$ cat config.mk
export PLATFORM = sky130hd
export DESIGN_NAME = softint_unit
export DESIGN_NICKNAME = d
export VERILOG_FILES = /design/src/rtl/softint_pkg.sv /design/src/rtl/softint_wr_if.sv /design/src/rtl/softint_check.sv /design/src/rtl/softint_event_bits.sv /design/src/rtl/softint_sw_field.sv /design/src/rtl/softint_unit.sv
export SDC_FILE = /design/constraint.sdc
export NUM_CORES = 1
export LEC_CHECK = 0
export ABC_AREA = 1
export BUFFER_PORTS_ARGS = -buffer_cell sky130_fd_sc_hd__buf_2
export CAP_MARGIN = 40
export CELL_PAD_IN_SITES_DETAIL_PLACEMENT = 1
export CELL_PAD_IN_SITES_GLOBAL_PLACEMENT = 1
export CORE_MARGIN = 2
export CORE_UTILIZATION = 32
export CTS_BUF_LIST = sky130_fd_sc_hd__clkbuf_8
export DETAILED_ROUTE_END_ITERATION = 10
export GPL_ROUTABILITY_DRIVEN = 0
export PLACE_DENSITY_LB_ADDON = 0.1
export SYNTH_ARGS = -nofsm -noshare
export SYNTH_HDL_FRONTEND = slang
export SYNTH_SLANG_ARGS = --single-unit
export TNS_END_PERCENT = 20
$ cat constraint.sdc
create_clock -name rtl_clk -period 1.2 [get_ports rtl_clk]
set_input_delay 0.24 -clock rtl_clk [delete_from_list [all_inputs] [get_ports rtl_clk]]
set_output_delay 0.24 -clock rtl_clk [all_outputs]
set_load 0.03 [all_outputs]
$ cat src/rtl/softint_pkg.sv
`default_nettype none

package softint_pkg;

  // ==================================================
  // register geometry
  // ==================================================
  localparam int SOFTINT_W = 17;  // full softint word

  // software-only field, written by wr/set/clr alone
  localparam int SW_LO = 1;
  localparam int SW_HI = 14;
  localparam int SW_W  = SW_HI - SW_LO + 1;

  // event bits, each with its own hardware source
  localparam int TICK_BIT  = 0;   // tick compare
  localparam int PIC_BIT   = 15;  // either perf counter wrap
  localparam int STICK_BIT = 16;  // system tick compare

  // slot order of the event bit vector per thread
  localparam int NUM_EV = 3;
  localparam int EV_POS [NUM_EV] = '{TICK_BIT, PIC_BIT, STICK_BIT};

  // ==================================================
  // types
  // ==================================================
  typedef logic [SOFTINT_W-1:0] softint_t;   // one thread's register
  typedef logic [SW_W-1:0]      sw_field_t;  // bits 14:1 only

endpackage

`default_nettype wire

$ cat src/rtl/softint_wr_if.sv
`timescale 1ns/1ps
`default_nettype none

// write port shared by all threads
// plain levels, sampled every rising edge, no handshake
interface softint_wr_if import softint_pkg::*; ();

  logic     wr_l;      // write, active low, highest priority
  logic     set_l;     // set, or in the data bits
  logic     clr_l;     // clear, knock out the data bits
  softint_t wsr_data;  // write data, same word for every thread

  // top drives the strobes from its ports
  modport source (
    output wr_l, set_l, clr_l, wsr_data
  );

  // register parts only look
  modport sink (
    input wr_l, set_l, clr_l, wsr_data
  );

endinterface

`default_nettype wire

$ cat src/rtl/softint_check.sv
`timescale 1ns/1ps
`default_nettype none

// merges both register parts into full softint words
// and flags per-thread differences against the observed register
module softint_check import softint_pkg::*; #(
  parameter int NUM_THREADS = 4
) (
  input  logic                               rtl_clk,
  input  logic                               rtl_reset,
  input  sw_field_t                          sw_field [NUM_THREADS],
  input  logic [NUM_THREADS-1:0][NUM_EV-1:0] event_bits,
  input  logic [NUM_THREADS*SOFTINT_W-1:0]   observed,   // flattened, thread 0 low
  input  logic                               check_en,
  output logic [NUM_THREADS*SOFTINT_W-1:0]   expected,   // flattened, thread 0 low
  output logic [NUM_THREADS-1:0]             mismatch
);

  // ==================================================
  // expected word assembly
  // ==================================================
  softint_t exp_word [NUM_THREADS];

  always_comb begin
    for (int t = 0; t < NUM_THREADS; t++) begin
      exp_word[t]              = '0;
      exp_word[t][SW_HI:SW_LO] = sw_field[t];
      for (int e = 0; e < NUM_EV; e++) begin
        exp_word[t][EV_POS[e]] = event_bits[t][e];  // tick, pic, stick
      end
    end
  end

  for (genvar t = 0; t < NUM_THREADS; t++) begin : g_exp
    assign expected[t*SOFTINT_W +: SOFTINT_W] = exp_word[t];
  end

  // ==================================================
  // mismatch flags, one cycle after the sample
  // ==================================================
  always_ff @(posedge rtl_clk) begin
    if (rtl_reset) begin
      mismatch <= '0;  // no flags during reset
    end else begin
      for (int t = 0; t < NUM_THREADS; t++) begin
        // compare against the state held before this edge
        mismatch[t] <= check_en &&
                       (observed[t*SOFTINT_W +: SOFTINT_W] != exp_word[t]);
      end
    end
  end

endmodule

`default_nettype wire

$ cat src/rtl/softint_event_bits.sv
`timescale 1ns/1ps
`default_nettype none

// event bits 0, 15 and 16 of the softint register, per thread
// each bit has its own enable and its own hardware source
module softint_event_bits import softint_pkg::*; #(
  parameter int NUM_THREADS = 4
) (
  input  logic                   rtl_clk,
  input  logic                   rtl_reset,
  softint_wr_if.sink             wr,
  input  logic [NUM_THREADS-1:0] tick_en,    // bit 0 enable
  input  logic [NUM_THREADS-1:0] pic_en,     // bit 15 enable
  input  logic [NUM_THREADS-1:0] stick_en,   // bit 16 enable
  input  logic [NUM_THREADS-1:0] tick_int,   // tick compare hit
  input  logic [NUM_THREADS-1:0] stick_int,  // system tick compare hit
  input  logic [NUM_THREADS-1:0] picl_wrap,  // low counter wrap
  input  logic [NUM_THREADS-1:0] pich_wrap,  // high counter wrap
  output logic [NUM_THREADS-1:0][NUM_EV-1:0] event_bits
);

  // ==================================================
  // per-slot enables and sources
  // ==================================================
  // slot order follows EV_POS: tick, pic, stick
  logic [NUM_THREADS-1:0][NUM_EV-1:0] ev_en;
  logic [NUM_THREADS-1:0][NUM_EV-1:0] ev_src;

  for (genvar t = 0; t < NUM_THREADS; t++) begin : g_thr
    assign ev_en[t]  = {stick_en[t], pic_en[t], tick_en[t]};
    // either counter wrap raises the pic bit
    assign ev_src[t] = {stick_int[t], picl_wrap[t] | pich_wrap[t], tick_int[t]};
  end

  // ==================================================
  // strobe decode
  // ==================================================
  logic do_wr;
  logic do_set;
  logic do_clr;

  assign do_wr  = ~wr.wr_l;                       // write wins
  assign do_set = wr.wr_l & ~wr.set_l;            // then set
  assign do_clr = wr.wr_l & wr.set_l & ~wr.clr_l; // clear last

  // data bit for each slot, pulled from its own position
  logic [NUM_EV-1:0] ev_data;

  always_comb begin
    for (int e = 0; e < NUM_EV; e++) begin
      ev_data[e] = wr.wsr_data[EV_POS[e]];
    end
  end

  // ==================================================
  // bit registers
  // ==================================================
  always_ff @(posedge rtl_clk) begin
    if (rtl_reset) begin
      event_bits <= '0;
    end else begin
      for (int t = 0; t < NUM_THREADS; t++) begin
        for (int e = 0; e < NUM_EV; e++) begin
          // enable low freezes the bit, events included
          if (ev_en[t][e]) begin
            if (ev_src[t][e]) begin
              event_bits[t][e] <= 1'b1;  // hw event beats any strobe
            end else if (do_wr) begin
              event_bits[t][e] <= ev_data[e];
            end else if (do_set) begin
              event_bits[t][e] <= event_bits[t][e] | ev_data[e];
            end else if (do_clr) begin
              event_bits[t][e] <= event_bits[t][e] & ~ev_data[e];
            end
          end
        end
      end
    end
  end

  // software field bits are handled next door

endmodule

`default_nettype wire

$ cat src/rtl/softint_sw_field.sv
`timescale 1ns/1ps
`default_nettype none

// software field of the softint register, bits 14:1
// one copy per thread, gated by the per-thread enable
module softint_sw_field import softint_pkg::*; #(
  parameter int NUM_THREADS = 4
) (
  input  logic                   rtl_clk,
  input  logic                   rtl_reset,
  softint_wr_if.sink             wr,
  input  logic [NUM_THREADS-1:0] sw_en_l,    // active low, per thread
  output sw_field_t              sw_field [NUM_THREADS]
);

  // ==================================================
  // strobe decode, common to all threads
  // ==================================================
  sw_field_t wr_bits;   // data bits that land in the field
  logic      do_wr;
  logic      do_set;
  logic      do_clr;

  assign wr_bits = wr.wsr_data[SW_HI:SW_LO];

  // write over set over clear
  assign do_wr  = ~wr.wr_l;
  assign do_set = wr.wr_l & ~wr.set_l;
  assign do_clr = wr.wr_l & wr.set_l & ~wr.clr_l;

  // ==================================================
  // per-thread field registers
  // ==================================================
  always_ff @(posedge rtl_clk) begin
    if (rtl_reset) begin
      for (int t = 0; t < NUM_THREADS; t++) begin
        sw_field[t] <= '0;
      end
    end else begin
      for (int t = 0; t < NUM_THREADS; t++) begin
        // disabled thread just holds
        if (!sw_en_l[t]) begin
          if (do_wr) begin
            sw_field[t] <= wr_bits;                 // load
          end else if (do_set) begin
            sw_field[t] <= sw_field[t] | wr_bits;   // or in
          end else if (do_clr) begin
            sw_field[t] <= sw_field[t] & ~wr_bits;  // knock out
          end
        end
      end
    end
  end

  // bits 0, 15 and 16 of wsr_data belong to the event part

endmodule

`default_nettype wire

$ cat src/rtl/softint_unit.sv
`timescale 1ns/1ps
`default_nettype none

// softint shadow model and checker, top level
// rebuilds each thread's register and compares it every cycle
module softint_unit import softint_pkg::*; #(
  parameter int NUM_THREADS = 4
) (
  input  logic                             rtl_clk,
  input  logic                             rtl_reset,

  // shared write port, active low strobes
  input  logic                             wr_sftint_l,
  input  logic                             set_sftint_l,
  input  logic                             clr_sftint_l,
  input  softint_t                         wsr_data,

  // per-thread enables
  input  logic [NUM_THREADS-1:0]           sw_en_l,    // software field, active low
  input  logic [NUM_THREADS-1:0]           tick_en,
  input  logic [NUM_THREADS-1:0]           pic_en,
  input  logic [NUM_THREADS-1:0]           stick_en,

  // per-thread hardware events
  input  logic [NUM_THREADS-1:0]           tick_int,
  input  logic [NUM_THREADS-1:0]           stick_int,
  input  logic [NUM_THREADS-1:0]           picl_wrap,
  input  logic [NUM_THREADS-1:0]           pich_wrap,

  // checking
  input  logic [NUM_THREADS*SOFTINT_W-1:0] observed,
  input  logic                             check_en,
  output logic [NUM_THREADS*SOFTINT_W-1:0] expected,
  output logic [NUM_THREADS-1:0]           mismatch
);

  // ==================================================
  // write port bundle
  // ==================================================
  softint_wr_if wr_if ();

  assign wr_if.wr_l     = wr_sftint_l;
  assign wr_if.set_l    = set_sftint_l;
  assign wr_if.clr_l    = clr_sftint_l;
  assign wr_if.wsr_data = wsr_data;

  // ==================================================
  // register parts, side by side
  // ==================================================
  sw_field_t                          sw_field [NUM_THREADS];  // bits 14:1
  logic [NUM_THREADS-1:0][NUM_EV-1:0] event_bits;              // bits 0, 15, 16

  softint_sw_field #(
    .NUM_THREADS (NUM_THREADS)
  ) i_sw_field (
    .rtl_clk   (rtl_clk),
    .rtl_reset (rtl_reset),
    .wr        (wr_if.sink),
    .sw_en_l   (sw_en_l),
    .sw_field  (sw_field)
  );

  softint_event_bits #(
    .NUM_THREADS (NUM_THREADS)
  ) i_event_bits (
    .rtl_clk    (rtl_clk),
    .rtl_reset  (rtl_reset),
    .wr         (wr_if.sink),
    .tick_en    (tick_en),
    .pic_en     (pic_en),
    .stick_en   (stick_en),
    .tick_int   (tick_int),
    .stick_int  (stick_int),
    .picl_wrap  (picl_wrap),
    .pich_wrap  (pich_wrap),
    .event_bits (event_bits)
  );

  // ==================================================
  // compare
  // ==================================================
  softint_check #(
    .NUM_THREADS (NUM_THREADS)
  ) i_check (
    .rtl_clk    (rtl_clk),
    .rtl_reset  (rtl_reset),
    .sw_field   (sw_field),
    .event_bits (event_bits),
    .observed   (observed),
    .check_en   (check_en),
    .expected   (expected),
    .mismatch   (mismatch)
  );

endmodule

`default_nettype wire

==> summary.md, run 1 <==
| Metric | Value |
|---|---|
| Status | `finished clean` |
| Max cap viols | `0` |
| Initial antenna violation count | `0` |
| Slowest-stage cell, CP | `dfxtp_2` |
| Min setup slack post-route | `0.02667 ns` |
| Biggest area consumer among synthesized cells | `dfxtp_1` |
| Kind of critical path | `reg -> out` |
| CTS Hold Bufs | `0` |
| Crit-path cells | `buf_4, buf_6` |
| Worst Clk Skew | `about 0.011 ns` |
| Post-Synth Simple-Gate Area | `0.2519` |
| CTS tree | `done` |
| Most common cell in the netlist | `nand2_1` |
| XOR/XNOR share of the synthesized area | `0.08858` |
| Area grow syn2layout | `44.04%` |
| Clock power frac | `0.314` |
| Die area | `around 14,000 µm²` |
| Least-Margin Pin Slew | `0.3395 ns` |
| Post-synthesis mux area share | `0` |
| WL per Instance | `between 15 and 20 µm` |
| Post-synthesis compound-gate area fraction | `0.1957` |
| Buffers and inverters on the worst path | `2` |
| CP endpoint kind | `output pin` |
| Slew Limit Headroom | `0.7720` |
| Post-Syn Area | `approximately 4100 µm²` |
| Hold Fails Final Rpt | `0` |
| EDFF count, synth | `0` |
| ANT nets after route | `0` |
| Peak Freq | `852.3 MHz` |
| Adder-cell share of the synthesized area | `0` |
| Top cells by count, synth | `nand2_1, nor2_1, inv_1` |
| Top Family by Delay on Critical Path | `flip-flops` |
| Largest net degree at the start of global routing | `between 60 and 70` |
| Cell variety after synth | `22` |
| Slew Limit Fails | `0` |
| Final min period | `between 1 and 1.5 ns` |
| Vias per cell | `4.697` |
| CTS sink cnt | `a little over 70` |
| Min-Delay Path Class | `in -> reg` |
| Total wire length | `about 16,000 µm` |
| Final period util | `0.9778` |
| Clk buf depth | `2` |
| Final global-route overflow total | `0` |
| Cell internal pwr | `approximately 4.4 mW` |
| CTS buffer count | `9` |
| Setup TNS | `0 ns` |
| Maximum vdd drop | `about 0.00045 V` |
| Final hold slack | `approximately 0.15 ns` |
| Vias in the first global route | `4,698` |
| RSZ-0062 raised after global routing | `true` |
| Worst-path clk slew | `0.08 ns` |
| Crit path max fanout | `2` |
| Async set or reset register ratio after synthesis | `0` |
| Max stage delay on crit path | `around 0.33 ns` |
| Synth Flop Type | `dfxtp_1` |
| Flop pwr share | `0.419` |
| Synthesized instance count | `between 600 and 700` |
| Average size of a mapped cell | `around 6.6 µm²` |
| Clock latency on the worst-skew pair | `approximately 0.35 ns` |
| Worst slack at placement | `-0.1483 ns` |
| Initial Util | `0.3239` |
| Detailed placement HPWL | `roughly 12,000 µm` |
| R2R setup slack | `approximately 0.040 ns` |
| Sw frac | `0.3236` |
| YS warnings | `0` |
| CTS H-tree lvls | `3` |
| Buffers on Ports | `approximately 190` |
| Via count | `roughly 4,700` |
| N_diodes | `0` |
| Combinational share of power | `0.268` |
| Core ar. | `around 13,000 µm²` |
| Clock tree root driver cell | `clkbuf_8` |
| Detailed router's first-iteration violation count | `126` |
| Worst EP required | `about 0.96 ns` |
| DRC viols | `0` |
| Proportion of layout cells with a drive suffix above 1 | `0.3697` |
| WP data arrival | `just over 0.9 ns` |
| Top cells by area, synth | `dfxtp_1, nand2_1, a21oi_1` |
| Row cnt | `41` |
| Largest family of logic cells by synthesized area | `simple AND/OR/NAND/NOR gates` |
| Nets | `between 900 and 1,000` |
| Final setup viols | `0` |
| Pleak | `2.963 nW` |
| Psw | `2.082 mW` |
| First drt pass iteration count | `4` |
| Die width | `roughly 120 µm` |
| Post-Syn Nets | `around 740` |
| Power Density | `approximately 1100 nW/µm²` |
| # IOs | `between 150 and 200` |
| Overall routing resource usage | `0.2285` |
| #FFs+latches synth | `72` |
| Startpoint class of the critical path | `flip-flop` |
| Post-synth top area share | `0.3556` |
| Sequential fraction of the synthesis area | `0.3556` |
| Die Y | `between 100 and 150 µm` |
| Global-route wire length before repair | `about 24,000 µm` |
## cell usage in the layout, fill, tap and decap left out, drive strengths merged
| cell type | n |
|---|---|
| nor2 | 82 |
| clkbuf | 23 |
| xnor2 | 18 |
| buf | 209 |
| nand2 | 165 |
| bufinv | 1 |
| inv | 78 |
| a21oi | 71 |
| nand3 | 9 |
| xor2 | 23 |
| dfxtp | 72 |
| clkinv | 2 |
| o21ai | 80 |
## cell type report
cell class | instances | area, µm²
clock buffer | 12 | 165.2
clock inverter | 3 | 40.04
fill | 1712 | 6678
inverter | 78 | 295.3
multi-input combinational | 448 | 2206
sequential | 72 | 1495
tap | 172 | 215.2
timing repair buffer | 220 | 1423
## power groups by stage
stage	clock network, mW	logic [mW]	registers [mW]
floorplan	0	0.660	2.99
global placement	0	1.57	2.72
detailed placement	0	1.61	2.72
CTS	2.06	1.69	2.68
global route	2.16	1.89	2.72
finish	2.02	1.72	2.69
## what timing repair did
item                       CTS  global route
gates cloned                 0             0
setup endpoints to repair   36            56
pin swaps                    0             2
gates resized for setup     62            84
buffers inserted             3             0
## worst reg2reg max path, cell delays in order, from the launching register on
cell and delay, ns:
dfxtp_1 0.33, xnor2_1 0.32, nand3_1 0.18, nor2_1 0.14, a21oi_1 0.08
## worst paths after layout
check / cells past startpoint / start / end
setup / recovery: 2 / flip-flop / expected[38]
hold reg to reg: 2 / flip-flop / flip-flop
setup reg to reg: 4 / i_event_bits.event_bits[0] / i_check.mismatch[0]
hold / removal: 3 / stick_en[2] / i_event_bits.event_bits[8]
## cell families (layout without fill, tap and decap cells)
logic type	count (synthesis)	in the layout
simple gates	256	256
compound gates	151	151
buf+inv	98	313
flops	72	72
xor+xnor	41	41
## metal layers
metal	track usage	wire (µm)	vias up
li1	-	-	2349
met1	0.2910	6801	2210
met2	0.4078	7834	145
met3	0.02906	841	16
met4	0.06118	208	0
met5	0	0	-
## stage by stage
stage | util | std cells | power, mW | area [µm²]
final | 0.4665 | 1005 | 6.434 | 5839
after global routing | 0.4665 | 1005 | 6.768 | 5839
after detailed placement | 0.4239 | 987 | 4.336 | 5306
after floorplan | - | 618 | 3.650 | 4054
after CTS | 0.4543 | 1005 | 6.428 | 5687
after global placement | 0.4239 | 987 | 4.287 | 5306
Note: power is estimated with default switching activity, not from simulation.
==> run 2, diff against run 1 <==
--- a/config.mk
+++ b/config.mk
@@ -11,8 +11,7 @@
 export CELL_PAD_IN_SITES_DETAIL_PLACEMENT = 1
 export CELL_PAD_IN_SITES_GLOBAL_PLACEMENT = 1
 export CORE_MARGIN = 2
-export CORE_UTILIZATION = 32
-export CTS_BUF_LIST = sky130_fd_sc_hd__clkbuf_8
+export CORE_UTILIZATION = 31
 export DETAILED_ROUTE_END_ITERATION = 10
 export GPL_ROUTABILITY_DRIVEN = 0
 export PLACE_DENSITY_LB_ADDON = 0.1
==> run 2 against run 1 <==
Against the previous run:
- die area grew 3.1%
- power increased by 12%
- cell area up 0.62%
- clock power grew 40%
- largest cell class unchanged
- largest power group is now clock
==> summary.md, run 2 (same netlist as run 1, synthesis figures left out) <==
| Metric | Value |
|---|---|
| Nets | `roughly 960` |
| Kind of critical path | `reg -> out` |
| Final global-route overflow total | `0` |
| Final min period | `between 1 and 1.5 ns` |
| Tot Pwr | `between 7 and 8 mW` |
| Proportion of layout cells with a drive suffix above 1 | `0.3684` |
| Post-place instance area | `about 5400 µm²` |
| Fill cell count | `between 1,500 and 2,000` |
| Initial Util | `0.3199` |
| Detailed router's first-iteration violation count | `roughly 110` |
| Hold Fails Final Rpt | `0` |
| Max cap viols | `0` |
| Largest net degree at the start of global routing | `45` |
| Slew Limit Fails | `0` |
| Global-route wire length before repair | `roughly 25,000 µm` |
| CTS buffer count | `9` |
| Top Family by Delay on Critical Path | `flip-flops` |
| First drt pass iteration count | `4` |
| ANT nets after route | `0` |
| Buffers and inverters on the worst path | `1` |
| Core ar. | `approximately 13,000 µm²` |
| Finished Cell Area | `5876 µm²` |
| N_diodes | `0` |
| Slowest-stage cell, CP | `dfxtp_1` |
| Worst Hold End | `i_event_bits.event_bits[3]` |
| Worst Clk Skew | `0.004853 ns` |
| Total wire length | `between 15,000 and 20,000 µm` |
| Final period util | `0.9773` |
| DRC viols | `0` |
| Setup TNS | `0 ns` |
| Crit path max fanout | `3` |
| Vias per cell | `about 4.7` |
| Peak Freq | `852.7 MHz` |
| RSZ-0062 raised after global routing | `true` |
| Die area | `14,010 µm²` |
| Buffers on Ports | `194` |
| Die Y | `118.4 µm` |
| Initial antenna violation count | `0` |
| Overall routing resource usage | `0.2254` |
| Worst EP required | `between 0.9 and 1 ns` |
| Commonest cells after routing, fill and taps aside | `buf_2, nand2_1, inv_1` |
| Pleak | `3.004 nW` |
| Die width | `between 100 and 150 µm` |
| Hold Path Cell Cnt | `3` |
| Worst-path clk slew | `around 0.06 ns` |
| Register area | `approximately 1500 µm²` |
| Clock latency on the worst-skew pair | `~0.33 ns` |
| Final hold slack | `between 0.15 and 0.2 ns` |
| Setup repair bufs after CTS | `0` |
| Power Density | `~1200 nW/µm²` |
| Row cnt | `41` |
| Clk buf depth | `2` |
| # IOs | `about 200` |
| Multi-input logic area | `roughly 2200 µm²` |
| Worst slack at placement | `-0.1407 ns` |
| Reg2reg path depth | `9` |
| WP data arrival | `just over 0.9 ns` |
| CTS sink cnt | `72` |
| Area grow syn2layout | `44.94%` |
| Max stage delay on crit path | `between 0.3 and 0.4 ns` |
| Most common cell after layout, fill and taps aside | `buf_2` |
| WL per Instance | `between 15 and 20 µm` |
| Final setup viols | `0` |
| Crit-path cells | `buf_2` |
| Least-Margin Pin Slew | `0.3191 ns` |
| Min setup slack post-route | `roughly 0.027 ns` |
| Min-Delay Path Class | `in -> reg` |
| Startpoint class of the critical path | `flip-flop` |
| Slew Limit Headroom | `0.7865` |
| Via count | `around 4,700` |
| CTS H-tree lvls | `3` |
| Detailed placement HPWL | `between 10,000 and 15,000 µm` |
| Maximum vdd drop | `0.0006057 V` |
| Vias in the first global route | `4,908` |
| R2r endpoint | `i_check.mismatch[2]` |
| Clock tree root driver cell | `clkbuf_16` |
| Status | `finished clean` |
| CP endpoint kind | `output pin` |
| CTS tree | `done` |
| R2R setup slack | `0.08 ns` |
| Hold_sp | `tick_en[1]` |
## run 2: changes by cell type in the layout (fill, tap and decap cells not counted), moves of 3 or more
cell,before,now
dfxtp_1,29,38
dfxtp_2,43,33
clkbuf_16,0,9
buf_2,135,163
clkbuf_4,11,7
clkbuf_8,12,0
nor2_2,9,12
buf_6,19,13
buf_4,52,37
nor2_1,73,70
## run 2: where the power goes
part | internal, mW | switching [mW] | leakage [nW]
registers | 2.55 | 0.138 | 0.607
clock network | 1.80 | 1.03 | 0.147
logic | 0.657 | 1.04 | 2.25
## run 2: area by class of cell
cell class / count / share of cell area
Sequential cell: 72 / 0.2530
Inverter: 78 / 0.05026
Clock inverter: 6 / 0.01448
Multi-Input combinational cell: 448 / 0.3771
Tap cell: 172 / 0.03663
Clock buffer: 9 / 0.03833
Timing Repair Buffer: 223 / 0.2302
## run 2: what timing repair did
item / 4_1_cts / 5_1_grt
resized for setup: 32 / 69
gates cloned: 0 / 0
endpoints found under the setup margin: 21 / 38
pin swaps: 0 / 5
hold buffers: 0 / 0
## run 2: stage by stage
stage                     instances  utilization
after floorplan                 618            -
after global placement          993       0.4223
after detailed placement        993       0.4223
after CTS                      1008       0.4527
after global routing           1008       0.4637
final                          1008       0.4637
## run 2: tightest hold or removal path, stage by stage
cell and delay (ns):
buf_2 0.10, nand2_1 0.05, a21oi_1 0.06
## run 2: layer usage
| metal | part of all wire | track usage |
|---|---|---|
| met1 | 0.44 | 0.2919 |
| met4 | 0.0097 | 0.05873 |
| met5 | 0 | 0 |
| met3 | 0.050 | 0.03378 |
| met2 | 0.50 | 0.3898 |
## run 2: worst max-delay path by stage
stage                 from                  end  slack [ns]  depth (start not counted)
2_1_floorplan    flip-flop  i_check.mismatch[2]        0.06                          9
3_3_place_gp   wr_sftint_l            flip-flop       -0.07                          7
3_5_place_dp   wr_sftint_l            flip-flop       -0.14                          7
4_1_cts          flip-flop  i_check.mismatch[1]       -0.02                          7
5_1_grt          flip-flop  i_check.mismatch[2]       -0.01                          9
6_report         flip-flop         expected[64]        0.03                          1
